**src/design/mips_pkg.sv**
```systemverilog
`default_nettype none

package mips_pkg;

    // widths fixed by the ISA
    localparam int DATA_W     = 32;
    localparam int REG_ADDR_W = 5;
    localparam int REG_COUNT  = 32;

    // primary opcode field
    typedef enum logic [5:0] {
        OP_SPECIAL = 6'h00,
        OP_ADDIU   = 6'h09,
        OP_SLTI    = 6'h0a,
        OP_SLTIU   = 6'h0b,
        OP_ANDI    = 6'h0c,
        OP_ORI     = 6'h0d,
        OP_XORI    = 6'h0e,
        OP_LUI     = 6'h0f
    } opcode_e;

    // funct field of SPECIAL
    typedef enum logic [5:0] {
        FN_SLL   = 6'h00,
        FN_SRL   = 6'h02,
        FN_SRA   = 6'h03,
        FN_MFHI  = 6'h10,
        FN_MTHI  = 6'h11,
        FN_MFLO  = 6'h12,
        FN_MTLO  = 6'h13,
        FN_MULT  = 6'h18,
        FN_MULTU = 6'h19,
        FN_ADDU  = 6'h21,
        FN_SUBU  = 6'h23,
        FN_AND   = 6'h24,
        FN_OR    = 6'h25,
        FN_XOR   = 6'h26,
        FN_NOR   = 6'h27,
        FN_SLT   = 6'h2a,
        FN_SLTU  = 6'h2b
    } funct_e;

    typedef enum logic [3:0] {
        ALU_ADD, ALU_SUB, ALU_AND, ALU_OR, ALU_XOR, ALU_NOR,
        ALU_SLT, ALU_SLTU, ALU_SLL, ALU_SRL, ALU_SRA, ALU_LUI
    } alu_op_e;

    typedef enum logic [2:0] {
        HL_NONE, HL_MULT, HL_MULTU, HL_MTHI, HL_MTLO
    } hilo_op_e;

    typedef enum logic [1:0] {
        WB_ALU, WB_HI, WB_LO
    } wb_src_e;

endpackage

`default_nettype wire

```
**src/design/regfile.sv**
```systemverilog
`timescale 1ns/10ps
`default_nettype none

module regfile
    import mips_pkg::*;
(
    input  logic                  clock_i,
    input  logic                  arst_n_i,
    input  logic [REG_ADDR_W-1:0] rs_addr_i,
    input  logic [REG_ADDR_W-1:0] rt_addr_i,
    input  logic                  we_i,
    input  logic [REG_ADDR_W-1:0] waddr_i,
    input  logic [DATA_W-1:0]     wdata_i,
    output logic [DATA_W-1:0]     rs_data_o,
    output logic [DATA_W-1:0]     rt_data_o
);

    logic [DATA_W-1:0] regs [REG_COUNT];

    always_ff @(posedge clock_i or negedge arst_n_i) begin
        if (!arst_n_i) begin
            for (int i = 0; i < REG_COUNT; i++) begin
                regs[i] <= '0;
            end
        end else if (we_i && waddr_i != '0) begin
            regs[waddr_i] <= wdata_i;
        end
    end

    // $zero reads as constant
    assign rs_data_o = (rs_addr_i == '0) ? '0 : regs[rs_addr_i];
    assign rt_data_o = (rt_addr_i == '0) ? '0 : regs[rt_addr_i];

endmodule

`default_nettype wire

```
**config.mk**
```make
export PLATFORM = sky130hd
export DESIGN_NAME = regfile
export DESIGN_NICKNAME = d
export VERILOG_FILES = /design/src/design/mips_pkg.sv /design/src/design/regfile.sv
export SDC_FILE = /design/constraint.sdc
export NUM_CORES = 2
export LEC_CHECK = 0
export ABC_AREA = 1
export BUFFER_PORTS_ARGS = -buffer_cell sky130_fd_sc_hd__buf_2
export CORE_MARGIN = 2
export CORE_UTILIZATION = 45
export CTS_BUF_LIST = sky130_fd_sc_hd__clkbuf_16
export CTS_CLUSTER_SIZE = 24
export DETAILED_ROUTE_END_ITERATION = 6
export HOLD_SLACK_MARGIN = 0.06
export PLACE_DENSITY = 0.6
export SYNTH_ARGS = -nofsm -noshare
export SYNTH_HDL_FRONTEND = slang
export SYNTH_SLANG_ARGS = --single-unit
```
**constraint.sdc**
```tcl
create_clock -name clock_i -period 1.99 [get_ports clock_i]
set_clock_uncertainty 0.1 [all_clocks]
set_input_delay 0.0995 -clock clock_i [delete_from_list [all_inputs] [get_ports clock_i]]
set_output_delay 0.0995 -clock clock_i [all_outputs]
set_load 0.05 [all_outputs]
```
### Yosys cells after proc, flatten, opt, wreduce, memory -nomap -nowiden

Index checks and enable logic that the tools add are counted.

| word-level totals | value |
|---|---|
| output and inout port bits | 64 |
| bits in registers | 1024 |
| bits of input ports | 50 |
| logic and storage cells | 55 |

| operators by class | value |
|---|---|
| muxes and demuxes | 11 |
| reductions and logical operators | 5 |
| bitwise logic cells | 3 |
| order comparisons | 4 |

Operator list:

| kind | number |
|---|---|
| $bwmux W1024 | 1 |
| $bmux W32 S5 | 2 |
| $mux W32 | 7 |
| $demux W32 S5 | 1 |
| $ge A6 B6 Y1 const B | 3 |
| $not A5 Y6 | 3 |
| $logic_not A5 Y1 | 2 |
| $lt A6 B1 Y1 const B | 1 |
| $reduce_bool A5 Y1 | 1 |
| $logic_and A1 B1 Y1 | 2 |

### Depth between registers and ports, before layout

| logic depth | value |
|---|---|
| word-level depth | 6 |
| gate-level depth with buffers | 13 |

### Least setup slack after synthesis

Ideal clock, no wire load.

| path | value |
|---|---|
| path kind | input to output |
| start | in rs_addr_i[0] |
| end | out rs_data_o[21] |
| cell stages on the path | 13 |
| path slack | -0.185 ns |
| arrival | 1.975 ns |
| cell sequence | buf_2 inv_1 buf_2 buf_2 clkbuf_1 nand2_1 nand3_1 nand3_1 nand2_1 nand2_1 nand3_1 nand2_1 nor2_1 |

| between the ends | value |
|---|---|
| longest elaborated chain between the ends | 5 |
| elaborated cells on any way between the ends | 6 |
| classes of those cells | 4 x mux; 1 x bitwise; 1 x reduce/logical |

RTL lines:

| what | RTL line | RTL |
|---|---|---|
| start: declaration | regfile.sv:9 | `input logic [REG_ADDR_W-1:0] rs_addr_i,` |
| $not A5 Y6 (not written as such) | regfile.sv:31 | `assign rs_data_o = (rs_addr_i == '0) ? '0 : regs[rs_addr_i];` |
| $bmux W32 S5 | regfile.sv:31 |  |
| $mux W32 (not written as such) (2 in series) | regfile.sv:31 |  |
| $mux W32 * | regfile.sv:31 |  |
| end: declaration | regfile.sv:14 | `output logic [DATA_W-1:0] rs_data_o,` |

Mark *: on every way between the ends. The rest lies on a longest branch, timed or not. The select of a mux whose other input is x is not followed.

### Worst setup path in the final report

| path | value |
|---|---|
| start | reg regs[720] in the netlist's numbering |
| end | out rt_data_o[16] |

| between the ends | value |
|---|---|
| longest elaborated chain between the ends | 4 |

RTL lines:

| what | RTL line | RTL |
|---|---|---|
| start: declaration | regfile.sv:18 | `logic [DATA_W-1:0] regs [REG_COUNT];` |
| start signal: indexed assignment | regfile.sv:26 | `regs[waddr_i] <= wdata_i;` |
| $bmux W32 S5 | regfile.sv:32 | `assign rt_data_o = (rt_addr_i == '0) ? '0 : regs[rt_addr_i];` |
| $mux W32 (not written as such) (2 in series) | regfile.sv:32 |  |
| $mux W32 | regfile.sv:32 |  |
| end: declaration | regfile.sv:15 | `output logic [DATA_W-1:0] rt_data_o` |

Every way passes these cells. The select of a mux whose other input is x is not followed.

==> out/results.ini <==
[clock_network]
clk_latency_ps = 750
cts-root-buf = clkbuf_16
clk_path_buf_depth = 3
h-tree-depth = 3
clkTransAtPathRegs_ps = 60
numCtsBuffers = 117
cts.sinks = 1024
cts_tree = done

[logic_synthesis]
yosysTopAreaCell = dfrtp_1
synth_xor_area_share_pct = 0
synth_area_leaders = dfrtp_1 45%, nand2_1 20%, nand3_1 12%
synth-compound-area-share_pct = 11.0
synth-seq-cells = 1024
synth_top_family_by_area = simple AND/OR/NAND/NOR gates
synthSimpleGateAreaFrac_pct = 37.8
syn_area_mm2 = 0.0570
synth_fa_ha_area_share_pct = 0
syn-num-nets = 8377
ys_warn_count = 0
ys_types = 29
yosysSeqAreaShare_pct = 45.0
netlist_instances = 8327
synth_mux_area_share_pct = 0
avgSynthCellArea_um2 = 6.85
yosysTopAreaCellShare_pct = 45.0

[finish]
area_delta_synth_final_pct = 24.2
final_cell_mix = 2846 x nand2_1, 1240 x nand3_1, 1024 x dfrtp_1
reg_top3 = regs (1024)
nets = 8470
final_common_cell = nand2_1
top_register = regs
fin_area_mm2 = 0.0708
largest_reg_flops = 1024
final_cells = 10200
drive_gt1_share_pct = 16.2

[min_path]
hold_class = input pin to flip-flop
worstHoldPathCells = 8

[floorplan]
io_pins = 114
chipHeight_um = 360
die-area_mm2 = 0.130
die-width_um = 360
num_rows = 130
initial_core_util_pct = 45.3
core_mm2 = 0.126

[power_and_ir_drop]
power_w = 0.0675
vdd_ir_drop_max_mv = 0.709
p_per_area_mw_per_mm2 = 953
p_leak_nw = 33.1

[critical_path]
startpoint_type = flip-flop
reg2regPathDepth = 3
cp.required_ps = 1790
end_kind = primary output
arrival_ps = 2250
crit_fanout = 2
criticalPathCategory = flip-flop to primary output

[status]
violations = setup timing
status = finished with violations

[grt]
antenna_found_initial = 3
grt_util_met1_pct = 49.0
grt_first_pass_wirelength_mm = 348
met3_usage_pct = 7.44
grt_usage_pct = 34.8
gr-usage-met2_pct = 52.2
grt_pass1_vias = 56200
grt-ovfl-total = 0
grt_max_degree = 68
busiest_layer = met2

[placement]
dp_cells = 9803
numPortBuffers = 113
dp_hpwl_mm = 141
placed_cell_area_mm2 = 0.0636
gp_congestion = 0.892

[timing]
rsz0062_at_grt = yes
finalSetupViolations = 67
hold_viol_final = 0
final.period_utilization_pct = 123
fin_ws_ps = -463
min_period_ps = 2450
relSlewSlack_pct = 41.3
slew_viol_final = 0
fmax_mhz = 408
tightest_slew_ps = 875

[routing]
drt_iter0_drc = 7806
vias = 59700
ant_nets = 0
first_pass_iters = 7
totalWireLength_mm = 232
drc = 0
wire_per_inst_um = 22.8
vias_per_cell = 5.87

[job]
drv_cap = 0

## power by group
group / switching (W) / total, W / internal [W]
Combinational: 0.00971 / 0.0167 / 0.00695
Clock: 0.00945 / 0.0219 / 0.0125
Sequential: 0.00368 / 0.0289 / 0.0252
Total: 0.0228 / 0.0675 / 0.0447
## synth_stat cells (all sizes together)
cell type,n
clkbuf,506
nor3,7
dfrtp,1024
nand3,1376
nor2,829
clkinv,2
o21ai,573
nand4,1
inv,110
buf,250
a21oi,643
nand2,2988
o211ai,16
nor4,2
## through the flow
step | setup slack [ps] | setup TNS [ps] | hold WS [ps] | util, %
after floorplan | 33.2 | 0 | -296 | -
after global placement | -203 | -719 | -54.3 | 50.6
after detailed placement | -176 | -1370 | -54.8 | 50.6
after CTS | -453 | -20190 | 66.0 | 55.0
after global routing | -575 | -21770 | 103 | 56.3
final | -463 | -15550 | 73.2 | 56.3
## layer usage
metal,up-vias,share of wire [%]
met5,-,0
met4,0,4.4
met2,3402,43
met3,591,11
met1,28500,42
li1,27200,-
## layout make-up
cell class / count / area, um^2
antenna: 3 / 7.51
clock buffer: 117 / 2930
clock inverter: 100 / 883
fill: 11700 / 54900
inverter: 112 / 470
multi-input combinational: 6435 / 29900
sequential: 1024 / 25600
tap: 1650 / 2060
timing repair buffer: 730 / 8960
## final timing paths
check	startpoint	to	slack (ps)
worst max register to register	regs[365]$_DFFE_PN0P_	regs[365]$_DFFE_PN0P_	650
worst min-delay path	waddr_i[3]	regs[191]$_DFFE_PN0P_	70
worst max-delay path	regs[720]$_DFFE_PN0P_	rt_data_o[16]	-460
worst min register to register	regs[1008]$_DFFE_PN0P_	regs[1008]$_DFFE_PN0P_	300
min in group asynchronous	arst_n_i	regs[286]$_DFFE_PN0P_	600
max in group asynchronous	arst_n_i	regs[780]$_DFFE_PN0P_	590
## critical path, cell delays in order (launching register included)
cell and delay [ps]:
dfrtp_1 370, inv_2 50, a21oi_2 110, o21ai_1 70
nand2_1 70, nor2_1 50, nor2_1 150, nor2_1 90
nor2_2 240, buf_12 160, buf_12 130
## cells by family after synthesis
logic type,count (synthesis)
and+or+nand+nor,5203
AOI/OAI and AO/OA,1232
DFF,1024
buffers and inverters,868
## repair_timing
| action | CTS | global route |
|---|---|---|
| buffers inserted | 32 | 62 |
| resized for setup | 322 | 316 |
| setup endpoints to repair | 64 | 127 |
| hold buffers | 55 | 5 |
| gates cloned | 0 | 4 |
| pin swaps | 264 | 312 |
| hold endpoints to repair | 2015 | 64 |
No activity file was read; power rests on OpenSTA's default activity.
