### config.mk
export PLATFORM = sky130hd
export DESIGN_NAME = hilo_unit
export DESIGN_NICKNAME = d
export VERILOG_FILES = /design/src/design/mips_pkg.sv /design/src/design/hilo_unit.sv
export SDC_FILE = /design/constraint.sdc
export NUM_CORES = 2
export LEC_CHECK = 0
export BUFFER_PORTS_ARGS = -buffer_cell sky130_fd_sc_hd__buf_4
export CAP_MARGIN = 15
export CORE_ASPECT_RATIO = 1.1
export CORE_UTILIZATION = 50
export DETAILED_ROUTE_END_ITERATION = 12
export PLACE_DENSITY = 0.72
export SLEW_MARGIN = 20
export SYNTH_ARGS = -nofsm -noshare
export SYNTH_HDL_FRONTEND = slang
export SYNTH_SLANG_ARGS = --single-unit
### constraint.sdc
create_clock -name clock_i -period 1.5 [get_ports clock_i]
set_input_delay 0.15 -clock clock_i [delete_from_list [all_inputs] [get_ports clock_i]]
set_output_delay 0.15 -clock clock_i [all_outputs]
set_load 0.02 [all_outputs]
### src/design/mips_pkg.sv
`default_nettype none

package mips_pkg;

    // widths fixed by the ISA
    localparam int DATA_W     = 32;
    localparam int REG_ADDR_W = 5;
    localparam int REG_COUNT  = 32;

    // primary opcode field
    typedef enum logic [5:0] {
        OP_SPECIAL = 6'h00,
        OP_ADDIU   = 6'h09,
        OP_SLTI    = 6'h0a,
        OP_SLTIU   = 6'h0b,
        OP_ANDI    = 6'h0c,
        OP_ORI     = 6'h0d,
        OP_XORI    = 6'h0e,
        OP_LUI     = 6'h0f
    } opcode_e;

    // funct field of SPECIAL
    typedef enum logic [5:0] {
        FN_SLL   = 6'h00,
        FN_SRL   = 6'h02,
        FN_SRA   = 6'h03,
        FN_MFHI  = 6'h10,
        FN_MTHI  = 6'h11,
        FN_MFLO  = 6'h12,
        FN_MTLO  = 6'h13,
        FN_MULT  = 6'h18,
        FN_MULTU = 6'h19,
        FN_ADDU  = 6'h21,
        FN_SUBU  = 6'h23,
        FN_AND   = 6'h24,
        FN_OR    = 6'h25,
        FN_XOR   = 6'h26,
        FN_NOR   = 6'h27,
        FN_SLT   = 6'h2a,
        FN_SLTU  = 6'h2b
    } funct_e;

    typedef enum logic [3:0] {
        ALU_ADD, ALU_SUB, ALU_AND, ALU_OR, ALU_XOR, ALU_NOR,
        ALU_SLT, ALU_SLTU, ALU_SLL, ALU_SRL, ALU_SRA, ALU_LUI
    } alu_op_e;

    typedef enum logic [2:0] {
        HL_NONE, HL_MULT, HL_MULTU, HL_MTHI, HL_MTLO
    } hilo_op_e;

    typedef enum logic [1:0] {
        WB_ALU, WB_HI, WB_LO
    } wb_src_e;

endpackage

`default_nettype wire

### src/design/hilo_unit.sv
`timescale 1ns/10ps
`default_nettype none

module hilo_unit
    import mips_pkg::*;
(
    input  logic              clock_i,
    input  logic              arst_n_i,
    input  logic              valid_i,
    input  hilo_op_e          hilo_op_i,
    input  wb_src_e           wb_src_i,
    input  logic [DATA_W-1:0] a_i,
    input  logic [DATA_W-1:0] b_i,
    output logic [DATA_W-1:0] result_o
);

    logic [DATA_W-1:0]          hi_q, lo_q;
    logic                       signed_mul;
    logic signed [DATA_W:0]     a_ext, b_ext;
    logic signed [2*DATA_W+1:0] prod;

    // one 33x33 signed multiplier serves mult and multu
    assign signed_mul = (hilo_op_i == HL_MULT);
    assign a_ext      = {signed_mul & a_i[DATA_W-1], a_i};
    assign b_ext      = {signed_mul & b_i[DATA_W-1], b_i};
    assign prod       = a_ext * b_ext;

    always_ff @(posedge clock_i or negedge arst_n_i) begin
        if (!arst_n_i) begin
            hi_q <= '0;
            lo_q <= '0;
        end else if (valid_i) begin
            case (hilo_op_i)
                HL_MULT, HL_MULTU: begin
                    hi_q <= prod[2*DATA_W-1:DATA_W];
                    lo_q <= prod[DATA_W-1:0];
                end
                HL_MTHI: hi_q <= a_i;
                HL_MTLO: lo_q <= a_i;
                default: begin
                    hi_q <= hi_q;
                    lo_q <= lo_q;
                end
            endcase
        end
    end

    // mfhi / mflo read path
    assign result_o = (wb_src_i == WB_HI) ? hi_q : lo_q;

endmodule

`default_nettype wire

Word level (Yosys, flattened, before mapping). Index checks and enable logic that the tools add are counted.

Register bits after elaboration: 64. Output and inout bits: 32. Logic and storage cells: 18. Input port bits: 72.

Bitwise gates (word level): 2. Mux-type cells: 3. Multiply operators: 1. Equality and inequality tests: 5. Reduce and logical (&&, ||, !) cells: 5.

Operator list (number): $pmux 32 s2 (2); $mul 33x33->64 (1); $mux 32 (1); $eq 3x2->1 const B (2); $reduce_and 2->1 (2); $reduce_bool 2->1 (2); $eq 3x1->1 const B (1); $eq 3x3->1 const B (1); $and 1x1->1 (2); $eq 2x1->1 const B (1); $reduce_or 2->1 (1).

Depth between registers and ports, before layout.
Depth in word-level cells: 4. Gate-level depth with buffers: 31.

Worst setup path before layout. Ideal clock, no wire load.

Path kind: in2reg. Start point: input port hilo_op_i[1]. End point: register hi_q[29]. Library setup time: 137 ps. Buffers on the path: 1. Stages on the path: 30. Slack: -6303 ps. Data arrival time: 7666 ps. Data required time: 1363 ps. Cell sequence: nor3b_1 and2_1 clkbuf_1 nand2_1 inv_1 fa_1 inv_1 fa_1 inv_1 fa_1 fa_1 inv_1 fa_1 inv_1 fa_1 inv_1 fa_1 fa_1 inv_1 ha_1 a21o_1 a21o_1 a21o_1 a21o_1 a21oi_1 o31a_1 a21oi_1 a41oi_1 xor2_1 a21oi_1.

Word-level cells in the longest chain between the ends: 4. Elaborated cells on any way between the ends: 10. Classes of those cells: mul (1); eq/ne (3); mux (1); bitwise (2); reduce/logical (3).

Ends and longest elaborated chain: start, declared (line hilo_unit.sv:10) `input hilo_op_e hilo_op_i,`; $eq 3x1->1 or $eq 3x2->1 (tied branches) (line hilo_unit.sv:23, hilo_unit.sv:33); $and 1x1->1 (tied with other cells) (line hilo_unit.sv:24) `assign a_ext = {signed_mul & a_i[DATA_W-1], a_i};`; $mul 33x33->64 or $reduce_bool 2->1 (tied branches); $pmux 32 s2 or $reduce_and 2->1 (tied branches); end signal, assigned (line hilo_unit.sv:35) `hi_q <= prod[2*DATA_W-1:DATA_W];`; end signal, assigned (line hilo_unit.sv:38) `HL_MTHI: hi_q <= a_i;`; end signal, assigned (line hilo_unit.sv:41) `hi_q <= hi_q;`; end, declared (line hilo_unit.sv:17) `logic [DATA_W-1:0] hi_q, lo_q;`.

Parallel ways exist; a longest one is shown, timed or not. A chain may end at the register's enable or synchronous reset.

Worst setup path after layout.
Start point: input port hilo_op_i[0]. End point: register hi_q[28].

The elaborated chain is that of the path after synthesis.

==> impl_summary.txt <==
----------------------------------------------------
[Run status]
  Run status ... finished with violations
  Violated checks ... setup timing

[Route]
  Total number of vias ... 33.1k
  Detailed Routing Iterations Pass 1 ... 6
  Number of DRC markers in iteration 0 ... 2258
  # DRC ... 0
  Final ANT Viol Nets ... 0
  Aggregate routed wire length ... 125 mm
  Average wire per standard cell ... 20.5 um
  Via density per instance ... 5.43

[Global route]
  Global-route wire length before repair ... 194 mm
  Number of global-route vias before repair ... 36.1k
  Number of antenna violations at the first check in global routing ... 4
  Total Routing Usage GR ... 0.302
  Sum of overflow across all layers after global routing ... 0
  Pin count of the biggest net entering global routing ... 65

[STA]
  Pin slew with the least headroom to its limit ... 0.502 ns
  Final setup skew ... 0 ns
  Final worst slack ... -5.81 ns
  Maximum clock rate ... 0.137 GHz
  Final Hold Slack ... 0.240 ns
  Final slew viol count ... 0
  Period utilization ... 4.87
  Number of hold violations in the final report ... 0
  Setup repair after global routing missed its margin ... yes
  Slew Limit Headroom ... 0.666
  Final critical delay including setup and external delays ... 7.31 ns
  Final setup violation count ... 62
  Setup TNS after final layout ... -303.04 ns

[Clock tree]
  Clock tree root buffer cell ... sky130_fd_sc_hd__clkbuf_16
  Level count of the clock H-tree ... 3
  Number of clock sinks seen by CTS ... 64
  Clock tree from TritonCTS ... yes
  Clock transition at the register clock pins on the worst setup and hold paths after CTS ... 0.05 ns
  Number of buffers on the longest clock path ... 2
  Inserted Clock Buffers ... 9
  Clock latency reported for the late side of the worst-skew pair ... 0.32 ns

[Placed design]
  Routability-driven placement congestion ratio ... 0.961
  IO buf count ... 103
  Dpl hpwl ... 99.9 mm

[Floorplanning]
  Die ar. ... 83600 um^2
  Placeable core region ... 81800 um^2
  I/O pins ... 104
  Die outline height ... 303 um
  Initial core utilization ... 0.504
  Total number of placement rows ... 110
  Horizontal die dimension ... 276 um

[Yosys]
  XOR/XNOR Fraction of Synth Area ... 0.0170
  Post-synthesis sequential element count ... 64
  Area of the mapped netlist ... 41200 um^2
  Most instantiated flip-flop cell in the synthesis netlist ... sky130_fd_sc_hd__dfrtp_1
  Simple-Gate Fraction of Synth Area ... 0.144
  Number of instances in the synthesized netlist ... 4576
  Yosys cell types ... 63
  Share of flip-flops with an asynchronous set or reset after synthesis ... 1.00
  Post-synth EDFFs ... 0
  Sequential cell area fraction in the yosys report ... 0.0389
  Dominant combinational cell family by area after synthesis ... adder cells
  Mean post-synth cell area ... 9.01 um^2
  Multiplexer fraction of the synthesized cell area ... 0.0112
  Compound-gate portion of the synthesized area ... 0.0485
  Adder and majority gate portion of the synthesized area ... 0.611
  Yosys warnings ... 0
  Net count after synthesis ... 5985

[Worst setup path]
  Dominant cell type by count on the critical path ... sky130_fd_sc_hd__fa_1
  Endpoint type of the worst setup path ... flip-flop
  Critical Path RT ... 1.71 ns
  Maximum fanout along the worst path ... 3
  Crit-path slowest cell ... sky130_fd_sc_hd__fa_1
  Crit-path max cell delay ... 0.56 ns
  Crit path arrival time ... 7.52 ns
  Startpoint class of the critical path ... input port
  Worst Path Class, Setup ... in -> reg

[Cells and area]
  Most used cells in the layout excluding fill and tap cells ... sky130_fd_sc_hd__inv_1, sky130_fd_sc_hd__fa_1, sky130_fd_sc_hd__nand2_1, sky130_fd_sc_hd__buf_4, sky130_fd_sc_hd__and2_1
  Count of nets after finishing ... 6438
  Share of layout cells above drive strength 1 ... 0.232
  Synth-to-Final Area Change ... 23.8%
  Commonest non-fill, non-tap cell in the layout ... sky130_fd_sc_hd__inv_1

[Job]
  Reported max-cap violation count ... 0

[Hold path]
  Class of the worst hold path ... in -> reg

----------------------------------------------------
## timing repair
action	4_1_cts	5_1_grt
gates resized for setup	364	176
gates cloned	7	1
buffers inserted	75	42
endpoints found under the hold margin	30	0
endpoints found under the setup margin	62	62
hold buffers	1	0
pin swaps	213	187
## metrics by stage
step                 util  instances  worst slack (ns)  area [um^2]
floorplan               -       4576             -5.86        42800
global placement    0.579       5975             -6.39        47300
detailed placement  0.579       5975             -6.39        47300
CTS                 0.611       6064             -5.72        49900
global route        0.624       6098             -6.03        51000
finish              0.624       6098             -5.81        51000
## worst paths after layout
| path | from | endpoint | slack (ns) | cells after the start |
|---|---|---|---|---|
| setup / recovery | hilo_op_i[0] | hi_q[28] | -5.81 | 34 |
| hold / removal | a_i[17] | lo_q[17] | 0.24 | 3 |
| setup reg to reg | hi_q[6] | hi_q[6] | 0.71 | 2 |
| hold reg to reg | lo_q[0] | lo_q[0] | 0.48 | 2 |
| max in group asynchronous | arst_n_i | hi_q[16] | 0.67 | 3 |
| min in group asynchronous | arst_n_i | lo_q[2] | 0.35 | 2 |
## synth_stat cells (12+ instances only)
cell / count / area (um^2)
sky130_fd_sc_hd__dfrtp_1: 64 / 1600
sky130_fd_sc_hd__and2_1: 294 / 1840
sky130_fd_sc_hd__and3_1: 24 / 150
sky130_fd_sc_hd__o21ai_1: 19 / 95.1
sky130_fd_sc_hd__mux2_2: 32 / 360
sky130_fd_sc_hd__xnor2_1: 47 / 412
sky130_fd_sc_hd__o21ai_0: 79 / 395
sky130_fd_sc_hd__o22ai_1: 12 / 75.1
sky130_fd_sc_hd__a21o_1: 43 / 323
sky130_fd_sc_hd__nor2_1: 67 / 251
sky130_fd_sc_hd__clkbuf_1: 278 / 1040
sky130_fd_sc_hd__inv_1: 1141 / 4280
sky130_fd_sc_hd__nand3_1: 18 / 90.1
sky130_fd_sc_hd__ha_1: 212 / 2650
sky130_fd_sc_hd__a21oi_1: 99 / 495
sky130_fd_sc_hd__fa_1: 1125 / 22500
sky130_fd_sc_hd__xor2_1: 33 / 289
sky130_fd_sc_hd__or3_1: 22 / 138
sky130_fd_sc_hd__nand2_1: 828 / 3110
## registers in the layout, indices dropped and copies added (netlist names)
name and count:
lo_q 32, hi_q 32
## critical path: cells and delay by family
kind	cells	cell delay [ns]
AOI/OAI and AO/OA	8	1.40
adders and majority gates	9	4.34
xor gates and xnor gates	1	0.16
and+or+nand+nor	4	0.48
buffers and inverters	12	1.01
## routing by layer
layer  vias up  wire, um  GRT usage  part of all wire
met4         6      8630      0.148             0.069
met2      1427     62900      0.525              0.50
li1      14000         -          -                 -
met3       469      9150     0.0469             0.073
met5         -        33          0           0.00026
met1     17200     44400      0.366              0.35
## logic make-up (layout without fill, tap and decap cells)
group                    after synthesis  count (layout)
AND/OR/NAND/NOR                     1304            1304
buffers and inverters               1426            1883
flip-flops                            64              64
multiplexers                          42              42
adder cells (fa/ha/maj)             1337            1337
XOR/XNOR                              80              80
other                                  0               1
AO/OA/AOI/OAI                        323             323
## area by class of cell
type                            instances  area, um^2
Antenna cell                            1        2.50
Clock buffer                           12         246
Clock inverter                          3        42.5
Fill cell                            6417       30700
Inverter                             1141        4300
Multi-Input combinational cell       3086       36500
Sequential cell                        64        1600
Tap cell                             1064        1330
Timing Repair Buffer                  727        7000
Power is left out: the tool's default activity adds up to more than one toggle a clock period on the data nets, which glitch-free logic cannot reach.
