**config.mk**
```make
export PLATFORM = sky130hd
export DESIGN_NAME = alu_unit
export DESIGN_NICKNAME = d
export VERILOG_FILES = /design/src/design/mips_pkg.sv /design/src/design/alu_unit.sv
export SDC_FILE = /design/constraint.sdc
export NUM_CORES = 1
export LEC_CHECK = 0
export BUFFER_PORTS_ARGS = -buffer_cell sky130_fd_sc_hd__buf_2
export CAP_MARGIN = 20
export CORE_AREA = 2 2 152 154
export DETAILED_ROUTE_END_ITERATION = 7
export DIE_AREA = 0 0 154 156
export MAX_ROUTING_LAYER = met4
export PLACE_DENSITY = 0.62
export SYNTH_ARGS = -nofsm -noshare
export SYNTH_HDL_FRONTEND = slang
export SYNTH_SLANG_ARGS = --single-unit
```
**constraint.sdc**
```tcl
create_clock -name vclk -period 3.8
set_input_delay 0.19 -clock vclk [all_inputs]
set_output_delay 0.19 -clock vclk [all_outputs]
set_load 0.02 [all_outputs]
```
**src/design/mips_pkg.sv**
```systemverilog
`default_nettype none

package mips_pkg;

    // widths fixed by the ISA
    localparam int DATA_W     = 32;
    localparam int REG_ADDR_W = 5;
    localparam int REG_COUNT  = 32;

    // primary opcode field
    typedef enum logic [5:0] {
        OP_SPECIAL = 6'h00,
        OP_ADDIU   = 6'h09,
        OP_SLTI    = 6'h0a,
        OP_SLTIU   = 6'h0b,
        OP_ANDI    = 6'h0c,
        OP_ORI     = 6'h0d,
        OP_XORI    = 6'h0e,
        OP_LUI     = 6'h0f
    } opcode_e;

    // funct field of SPECIAL
    typedef enum logic [5:0] {
        FN_SLL   = 6'h00,
        FN_SRL   = 6'h02,
        FN_SRA   = 6'h03,
        FN_MFHI  = 6'h10,
        FN_MTHI  = 6'h11,
        FN_MFLO  = 6'h12,
        FN_MTLO  = 6'h13,
        FN_MULT  = 6'h18,
        FN_MULTU = 6'h19,
        FN_ADDU  = 6'h21,
        FN_SUBU  = 6'h23,
        FN_AND   = 6'h24,
        FN_OR    = 6'h25,
        FN_XOR   = 6'h26,
        FN_NOR   = 6'h27,
        FN_SLT   = 6'h2a,
        FN_SLTU  = 6'h2b
    } funct_e;

    typedef enum logic [3:0] {
        ALU_ADD, ALU_SUB, ALU_AND, ALU_OR, ALU_XOR, ALU_NOR,
        ALU_SLT, ALU_SLTU, ALU_SLL, ALU_SRL, ALU_SRA, ALU_LUI
    } alu_op_e;

    typedef enum logic [2:0] {
        HL_NONE, HL_MULT, HL_MULTU, HL_MTHI, HL_MTLO
    } hilo_op_e;

    typedef enum logic [1:0] {
        WB_ALU, WB_HI, WB_LO
    } wb_src_e;

endpackage

`default_nettype wire

```
**src/design/alu_unit.sv**
```systemverilog
`timescale 1ns/10ps
`default_nettype none

module alu_unit
    import mips_pkg::*;
(
    input  alu_op_e           alu_op_i,
    input  logic [DATA_W-1:0] a_i,
    input  logic [DATA_W-1:0] b_i,
    output logic [DATA_W-1:0] result_o
);

    logic [4:0]        shamt;
    logic              lt_signed;
    logic              lt_unsigned;

    // shift amount rides in operand a
    assign shamt       = a_i[4:0];
    assign lt_signed   = $signed(a_i) < $signed(b_i);
    assign lt_unsigned = a_i < b_i;

    always_comb begin
        case (alu_op_i)
            ALU_ADD:  result_o = a_i + b_i;
            ALU_SUB:  result_o = a_i - b_i;
            ALU_AND:  result_o = a_i & b_i;
            ALU_OR:   result_o = a_i | b_i;
            ALU_XOR:  result_o = a_i ^ b_i;
            ALU_NOR:  result_o = ~(a_i | b_i);
            ALU_SLT:  result_o = {{(DATA_W-1){1'b0}}, lt_signed};
            ALU_SLTU: result_o = {{(DATA_W-1){1'b0}}, lt_unsigned};
            ALU_SLL:  result_o = b_i << shamt;
            ALU_SRL:  result_o = b_i >> shamt;
            ALU_SRA:  result_o = $unsigned($signed(b_i) >>> shamt);
            // immediate into the upper half
            ALU_LUI:  result_o = {b_i[15:0], 16'h0000};
            default:  result_o = '0;
        endcase
    end

endmodule

`default_nettype wire

```
# Word-level counts from Yosys, hierarchy flattened
# Cells that the tools add are included.
classes:
  add_sub_neg: 2
  n_bitwise: 4
  reduce_logical: 1
  shifts: 3
  muxes: 1
  n_eq_ne: 11
  order_cmp: 2
ops:
  columns: ["cell", "n"]
  rows:
  - ["$pmux W32 S12", 1]
  - ["$lt A32 B32 Y1", 2]
  - ["$add A32 B32 Y32", 1]
  - ["$and A32 B32 Y32", 1]
  - ["$not A32 Y32", 1]
  - ["$or A32 B32 Y32", 1]
  - ["$shl A32 B5 Y32", 1]
  - ["$shr A32 B5 Y32", 1]
  - ["$sshr A32 B5 Y32", 1]
  - ["$sub A32 B32 Y32", 1]
  - ["$xor A32 B32 Y32", 1]
  - ["$eq A4 B3 Y1 const B", 4]
  - ["$eq A4 B4 Y1 const B", 4]
  - ["$eq A4 B2 Y1 const B", 2]
  - ["$eq A4 B1 Y1 const B", 1]
  - ["$logic_not A4 Y1", 1]
totals:
  ff_bits: 0
  out_inout_bits: 32

# Logic depth before layout (Yosys ltp)
# Gate-level depths: netlist of the first run.
depth:
  word_depth: 3
  mapped_depth: 16
  depth_no_buf: 12

# Worst setup path after synthesis of the first run
# Ideal clock, no wire load.
synth_timing:
  kind: "input port to output port"
  startpoint: "input a_i[2]"
  endpoint: "output result_o[27]"
  cell_stages: 15
  required_ns: 3.610
  arrival_ns: 3.892
  path_slack_ns: -0.282
  cell_sequence: "clkbuf_2 > inv_1 > buf_1 > clkbuf_1 > buf_2 > ha_1 > nand2b_1 > o2111ai_1 > a311oi_2 > a41oi_1 > o41ai_2 > a21oi_1 > o31ai_1 > a21oi_1 > o21ai_0"
synth_via:
  elab_chain_len: 2
synth_rtl:
  columns: ["element", "line", "text"]
  rows:
  - ["start: declaration", "alu_unit.sv:8", "input logic [DATA_W-1:0] a_i,"]
  - ["$sub A32 B32 Y32, or another cell as far along", "alu_unit.sv:25", "ALU_SUB: result_o = a_i - b_i;"]
  - ["$pmux W32 S12 *", "alu_unit.sv:23", "case (alu_op_i)"]
  - ["end: declaration", "alu_unit.sv:10", "output logic [DATA_W-1:0] result_o"]
# Mark *: on every way between the ends. The rest lies on a longest branch, timed or not.

# Worst setup path after layout of the first run
layout_timing:
  startpoint: "input a_i[1]"
  endpoint: "output result_o[25]"
# The elaborated chain is that of the path after synthesis.

==> results of run 1 <==
-- layer usage --
layer / vias up / GRT usage [%] / share of wire (%)
met4: 0 / 19.4 / 6.5
met3: 119 / 2.39 / 8.5
met2: 705 / 58.9 / 44
met1: 5343 / 49.8 / 41
met5: - / - / 0
li1: 5164 / - / -
-- layout make-up --
type / instances / area, um^2 / share of cell area (%)
Multi-Input combinational cell: 1116 / 8010 / 80.1
Timing Repair Buffer: 197 / 1260 / 12.6
Tap cell: 285 / 357 / 3.56
Inverter: 102 / 383 / 3.83
-- per-stage QoR --
| step | cell area, um^2 | hold WS, ns |
|---|---|---|
| 3_3_place_gp | 9980 | 0.882 |
| 3_5_place_dp | 9980 | 0.874 |
| 5_1_grt | 10000 | 0.923 |
| 2_1_floorplan | 8790 | 0.676 |
| 4_1_cts | 9980 | 0.876 |
| 6_report | 10000 | 0.882 |
-- repair_timing --
action	4_1_cts	5_1_grt
setup buffers	0	0
resized for setup	0	3
hold endpoints to repair	0	0
endpoints found under the setup margin	0	3
-- critical path, cell delays in order --
cell and delay [ns]:
sky130_fd_sc_hd__buf_4 0.12, sky130_fd_sc_hd__clkinv_1 0.15, sky130_fd_sc_hd__ha_1 0.37, sky130_fd_sc_hd__o21bai_1 0.19, sky130_fd_sc_hd__o2111ai_1 0.21, sky130_fd_sc_hd__a311oi_2 0.37, sky130_fd_sc_hd__a41oi_1 0.24, sky130_fd_sc_hd__o41ai_2 0.52
sky130_fd_sc_hd__a21oi_1 0.23, sky130_fd_sc_hd__a221o_1 0.33, sky130_fd_sc_hd__a211o_1 0.30, sky130_fd_sc_hd__buf_2 0.16
-- kinds of logic (layout without fill, tap and decap cells) --
kind of cell    after synthesis  after routing  share of synthesized area [%]
fa+ha+maj                   100            100                           14.4
xor+xnor                      6              6                          0.598
mux                          91             91                           15.5
simple gates                404            404                           20.9
buf+inv                     207            299                           9.54
compound gates              515            515                           39.0
-- power by group --
| part | internal [mW] | switching, mW | leakage [nW] |
|---|---|---|---|
| clock | 0 | 0 | 0 |
| sequential | 0 | 0 | 0 |
| combinational | 0.572 | 1.00 | 4.52 |
| total | 0.572 | 1.00 | 4.52 |
-- cells in the final DEF, fill, tap and decap left out, types with 17 or more instances in the layout --
master	n
sky130_fd_sc_hd__a211o_1	17
sky130_fd_sc_hd__ha_1	98
sky130_fd_sc_hd__a21oi_1	163
sky130_fd_sc_hd__mux4_2	27
sky130_fd_sc_hd__mux2i_1	45
sky130_fd_sc_hd__buf_4	96
sky130_fd_sc_hd__buf_2	99
sky130_fd_sc_hd__nand2_1	89
sky130_fd_sc_hd__inv_1	100
sky130_fd_sc_hd__nor3_1	31
sky130_fd_sc_hd__a211oi_1	31
sky130_fd_sc_hd__nor2_1	172
sky130_fd_sc_hd__nand3_1	27
sky130_fd_sc_hd__a221oi_1	21
sky130_fd_sc_hd__o21ai_0	83
sky130_fd_sc_hd__o211ai_1	21
-- worst max-delay path by stage --
stage,to,slack [ns],from,depth (start not counted)
finish,result_o[25],0.22,a_i[1],12
floorplan,result_o[18],0.04,a_i[0],16
CTS,result_o[18],0.18,a_i[0],14
global route,result_o[31],0.04,b_i[11],13
global placement,result_o[18],0.23,a_i[0],14
detailed placement,result_o[18],0.21,a_i[0],14
==> out/qor.log, run 1 <==
[floorplan] number of rows in the core area 55
[hold_path] type of the worst min-delay path primary input to output port
[detailed_routing] detail-routed net length per standard cell 26.7 um
[yosys] most frequent cells after synthesis 174 x sky130_fd_sc_hd__nor2_1, 163 x sky130_fd_sc_hd__a21oi_1, 101 x sky130_fd_sc_hd__inv_1
[sta] post-route clock period utilization 94.3%
[layout] count of placed standard cells in the final layout, fillers left out 1700
[job] number of max-capacitance violations reported 0
[hold_path] hold path startpoint alu_op_i[0]
[sta] transition at the pin with the smallest max-transition slack 0.795 ns
[place] number of port buffers 100
[yosys] library cell with the largest summed area after synthesis sky130_fd_sc_hd__ha_1
[floorplan] die height 156 um
[yosys] Post-Syn Area per Cell 6.64 um^2
[yosys] dominant cells by area after synthesis sky130_fd_sc_hd__ha_1 14%, sky130_fd_sc_hd__a21oi_1 9.3%, sky130_fd_sc_hd__nor2_1 7.4%
[global_route] number of global-route vias before repair 10482
[yosys] Syn Inst Count 1323
[detailed_routing] drc violations 0
[global_route] number of antenna violations at the first check in global routing 0
[power_and_ir_drop] Final Total Pwr 1.58 mW
[global_route] largest net degree at the start of global routing 65
[run_status] result of the run finished clean
[yosys] share of Yosys cell area claimed by the top area cell type 14.0%
[detailed_routing] drt total wl 45400 um
[sta] final slew viol count 0
[floorplan] initial core utilization 39.3%
[sta] minimum period implied by the final worst setup slack 3.58 ns
[floorplan] DIE AREA 24000 um^2
[power_and_ir_drop] total leakage power 4.52 nW
[place] post-DP HPWL 35300 um
[power_and_ir_drop] PD cells 157 nW/um^2
[yosys] number of different library cells in the post-synthesis netlist 78
[clock_network] Post-CTS Hold Buffers 0
[layout] ratio of cells with drive above 1 in the final layout 17.9%
[detailed_routing] detail-routed via count per cell 6.67
[sta] final worst-path setup slack 0.215 ns
[sta] achievable clock frequency 279 MHz
[layout] nets@finish 1585
[detailed_routing] Via Count 11331
[sta] worst slew margin relative to its limit 46.3%
[yosys] leading cell type by number of instances after synthesis sky130_fd_sc_hd__nor2_1
[worst_setup_path] Critical Path End Type output port
[floorplan] core area 22400 um^2
[yosys] yosys synthesis warning count 0
[worst_setup_path] crit path launch type primary input
[sta] RSZ-0062 raised after global routing false
[sta] Finish-stage setup viols 0
[hold_path] hold path depth 4
[global_route] first-pass GRT wire length 67700 um
[layout] synthesis-to-finish area growth 13.9%
[place] Cells after DPL 1700
[place] global placement routability congestion 1.08
[yosys] sequential area share after synthesis 0%
[worst_setup_path] category of the most critical setup path primary input to output port
[layout] Seq. cell area 0 um^2
[layout] utilization after layout 44.7%
[detailed_routing] DR pass1 iterations 6
[sta] final hold viol count 0
[layout] number of fill cells 2404
[worst_setup_path] data arrival time of the worst path 3.39 ns
[layout] layout sequential cell count 0
[sta] accumulated negative setup slack 0 ns
[hold_path] hold endpoint result_o[0]
[global_route] overall fraction of global-route tracks in use 37.9%
[floorplan] die extent in x 154 um
[layout] # diodes 0
[worst_setup_path] critical path data required time 3.61 ns
[detailed_routing] First DRT Iteration DRCs 1484
[detailed_routing] post-detailed-route count of antenna-violating nets 0
[yosys] Post-Synthesis Net Count 1491
[yosys] Synth Cell Area 8790 um^2
[place] pre-CTS worst setup slack 0.212 ns
[layout] number of clock-tree buffers in the layout 0
[global_route] global route total overflow 0
[power_and_ir_drop] worst-case vdd ir drop 75.0 uV
[worst_setup_path] Max FO, Critical Path 4
[floorplan] number of top-level pins 100
(Power assumes the default switching activity.)
==> run 2: changes to the inputs <==
--- a/config.mk
+++ b/config.mk
@@ -7,11 +7,12 @@
 export LEC_CHECK = 0
 export BUFFER_PORTS_ARGS = -buffer_cell sky130_fd_sc_hd__buf_2
 export CAP_MARGIN = 20
-export CORE_AREA = 2 2 152 154
+export CORE_AREA = 2 2 128 130
 export DETAILED_ROUTE_END_ITERATION = 7
-export DIE_AREA = 0 0 154 156
+export DIE_AREA = 0 0 130 132
 export MAX_ROUTING_LAYER = met4
-export PLACE_DENSITY = 0.62
+export PLACE_DENSITY = 0.82
+export RECOVER_POWER = 50
 export SYNTH_ARGS = -nofsm -noshare
 export SYNTH_HDL_FRONTEND = slang
 export SYNTH_SLANG_ARGS = --single-unit
==> constraint.sdc (replaced) <==
create_clock -name vclk -period 2.99
set_input_delay 0.1495 -clock vclk [all_inputs]
set_output_delay 0.1495 -clock vclk [all_outputs]
set_load 0.02 [all_outputs]
==> out/qor.log, run 2 (synthesis gave the netlist of run 1 again) <==
[run_status] result of the run finished, violations left
[run_status] violated checks DRC, setup timing
[floorplan] die extent in x 130 um [-16%]
[layout] number of clock-tree buffers in the layout 0 [unchanged]
[sta] final worst-path setup slack -0.184 ns [-0.399 ns]
[global_route] largest net degree at the start of global routing 54 [-17%]
[sta] final hold viol count 0 [unchanged]
[detailed_routing] DR pass1 iterations 8 [+2]
[sta] worst slew margin relative to its limit 56.3% [+10 points]
[worst_setup_path] sequence of cells on the critical path buf_12 -> buf_6 -> bufbuf_16 -> nor3_2 -> a311oi_1 -> a211oi_1 -> o2111ai_2 -> or4_4 -> o31ai_4 -> nand3_2 -> buf_4
[worst_setup_path] critical path's largest stage delay 0.55 ns [+0.03 ns]
[detailed_routing] post-detailed-route count of antenna-violating nets 0 [unchanged]
[layout] layout sequential cell count 0 [unchanged]
[detailed_routing] Via Count 13085 [+15%]
[worst_setup_path] family of cells with the greatest summed delay on the critical path compound AO/OA/AOI/OAI gates
[worst_setup_path] critical path data required time 2.84 ns [-0.77 ns]
[detailed_routing] drt total wl 48600 um [+7.0%]
[worst_setup_path] Critical Path End Type output port
[layout] Seq. cell area 0 um^2 [unchanged]
[floorplan] number of top-level pins 100 [unchanged]
[place] Cells after DPL 1798 [+5.8%]
[global_route] number of antenna violations at the first check in global routing 7 [+7]
[layout] synthesis-to-finish area growth 37.5%
[sta] RSZ-0062 raised after global routing true
[floorplan] initial core utilization 55.9% [+17 points]
[layout] most common cell after layout, fill and taps aside sky130_fd_sc_hd__buf_4
[layout] commonest cells after routing, fill and taps aside 270 x sky130_fd_sc_hd__buf_4, 171 x sky130_fd_sc_hd__nor2_1, 147 x sky130_fd_sc_hd__a21oi_1, 90 x sky130_fd_sc_hd__inv_1, 89 x sky130_fd_sc_hd__nand2_1
[job] number of max-capacitance violations reported 0 [unchanged]
[layout] ratio of cells with drive above 1 in the final layout 33.5% [+16 points]
[worst_setup_path] category of the most critical setup path primary input to output port
[floorplan] die height 132 um [-15%]
[layout] nets@finish 1769 [+12%]
[detailed_routing] detail-routed net length per standard cell 26.6 um [-0.21%]
[worst_setup_path] crit path launch type primary input
[sta] transition at the pin with the smallest max-transition slack 0.655 ns [-0.140 ns]
[global_route] global route total overflow 0 [unchanged]
[clock_network] Post-CTS Hold Buffers 0 [unchanged]
[place] number of port buffers 100 [unchanged]
[global_route] first-pass GRT wire length 69900 um [+3.1%]
[sta] final slew viol count 0 [unchanged]
[worst_setup_path] slowest cell on the critical path sky130_fd_sc_hd__or4_4
[floorplan] DIE AREA 17200 um^2 [-29%]
[detailed_routing] First DRT Iteration DRCs 2665 [+80%]
[place] global placement routability congestion 1.13 [+5.0%]
[place] post-DP HPWL 35100 um [-0.43%]
[sta] achievable clock frequency 315 MHz
[sta] Finish-stage setup viols 17 [+17]
[sta] minimum period implied by the final worst setup slack 3.17 ns
[global_route] overall fraction of global-route tracks in use 54.6% [+17 points]
[worst_setup_path] Buf/Inv on CP 4 [+1]
[hold_path] type of the worst min-delay path primary input to output port
[worst_setup_path] Max FO, Critical Path 11 [+7]
[worst_setup_path] data arrival time of the worst path 3.02 ns [-0.37 ns]
[floorplan] number of rows in the core area 46 [-16%]
[layout] count of placed standard cells in the final layout, fillers left out 1823 [+7.2%]
[floorplan] core area 15700 um^2 [-30%]
[detailed_routing] detail-routed via count per cell 7.18 [+7.7%]
[sta] post-route clock period utilization 106%
[detailed_routing] drc violations 3 [+3]
[global_route] number of global-route vias before repair 12001 [+14%]
-- run 2: repair_timing --
action | in CTS | in global routing
gates resized for setup | 51 | 95
hold endpoints to repair | 0 | 0
gates cloned | 3 | 0
endpoints found under the setup margin | 19 | 22
setup buffers | 10 | 4
pin swaps | 26 | 34
-- run 2: final timing paths --
check,start,cells after the start,to
hold / removal,a_i[1],6,result_o[1]
setup / recovery,a_i[1],11,result_o[30]
-- run 2: through the flow --
step	worst slack (ns)	setup TNS [ns]	hold slack [ns]	area (um^2)	util, %
6_report	-0.184	-1.42	0.893	12100	76.9
3_5_place_dp	-0.336	-2.51	0.920	11300	71.8
4_1_cts	-0.124	-0.264	0.885	11700	74.4
3_3_place_gp	-0.268	-1.82	0.904	11300	71.8
5_1_grt	-0.179	-1.86	0.945	12100	76.9
2_1_floorplan	-0.209	-0.656	0.563	8990	-
-- run 2: routing by layer --
metal	up-vias	part of all wire (%)	routed length, um	track usage, %
li1	5559	-	-	-
met1	5844	33	16000	63.8
met2	1287	41	19800	77.1
met3	395	16	7770	18.7
met4	0	10	4950	38.7
met5	-	0	0	-
-- run 2: area by class of cell --
cell class	count	area (um^2)
Timing Repair Buffer	381	2820
Antenna cell	8	20.0
Fill cell	1275	3620
Inverter	102	404
Tap cell	216	270
Multi-Input combinational cell	1116	8570
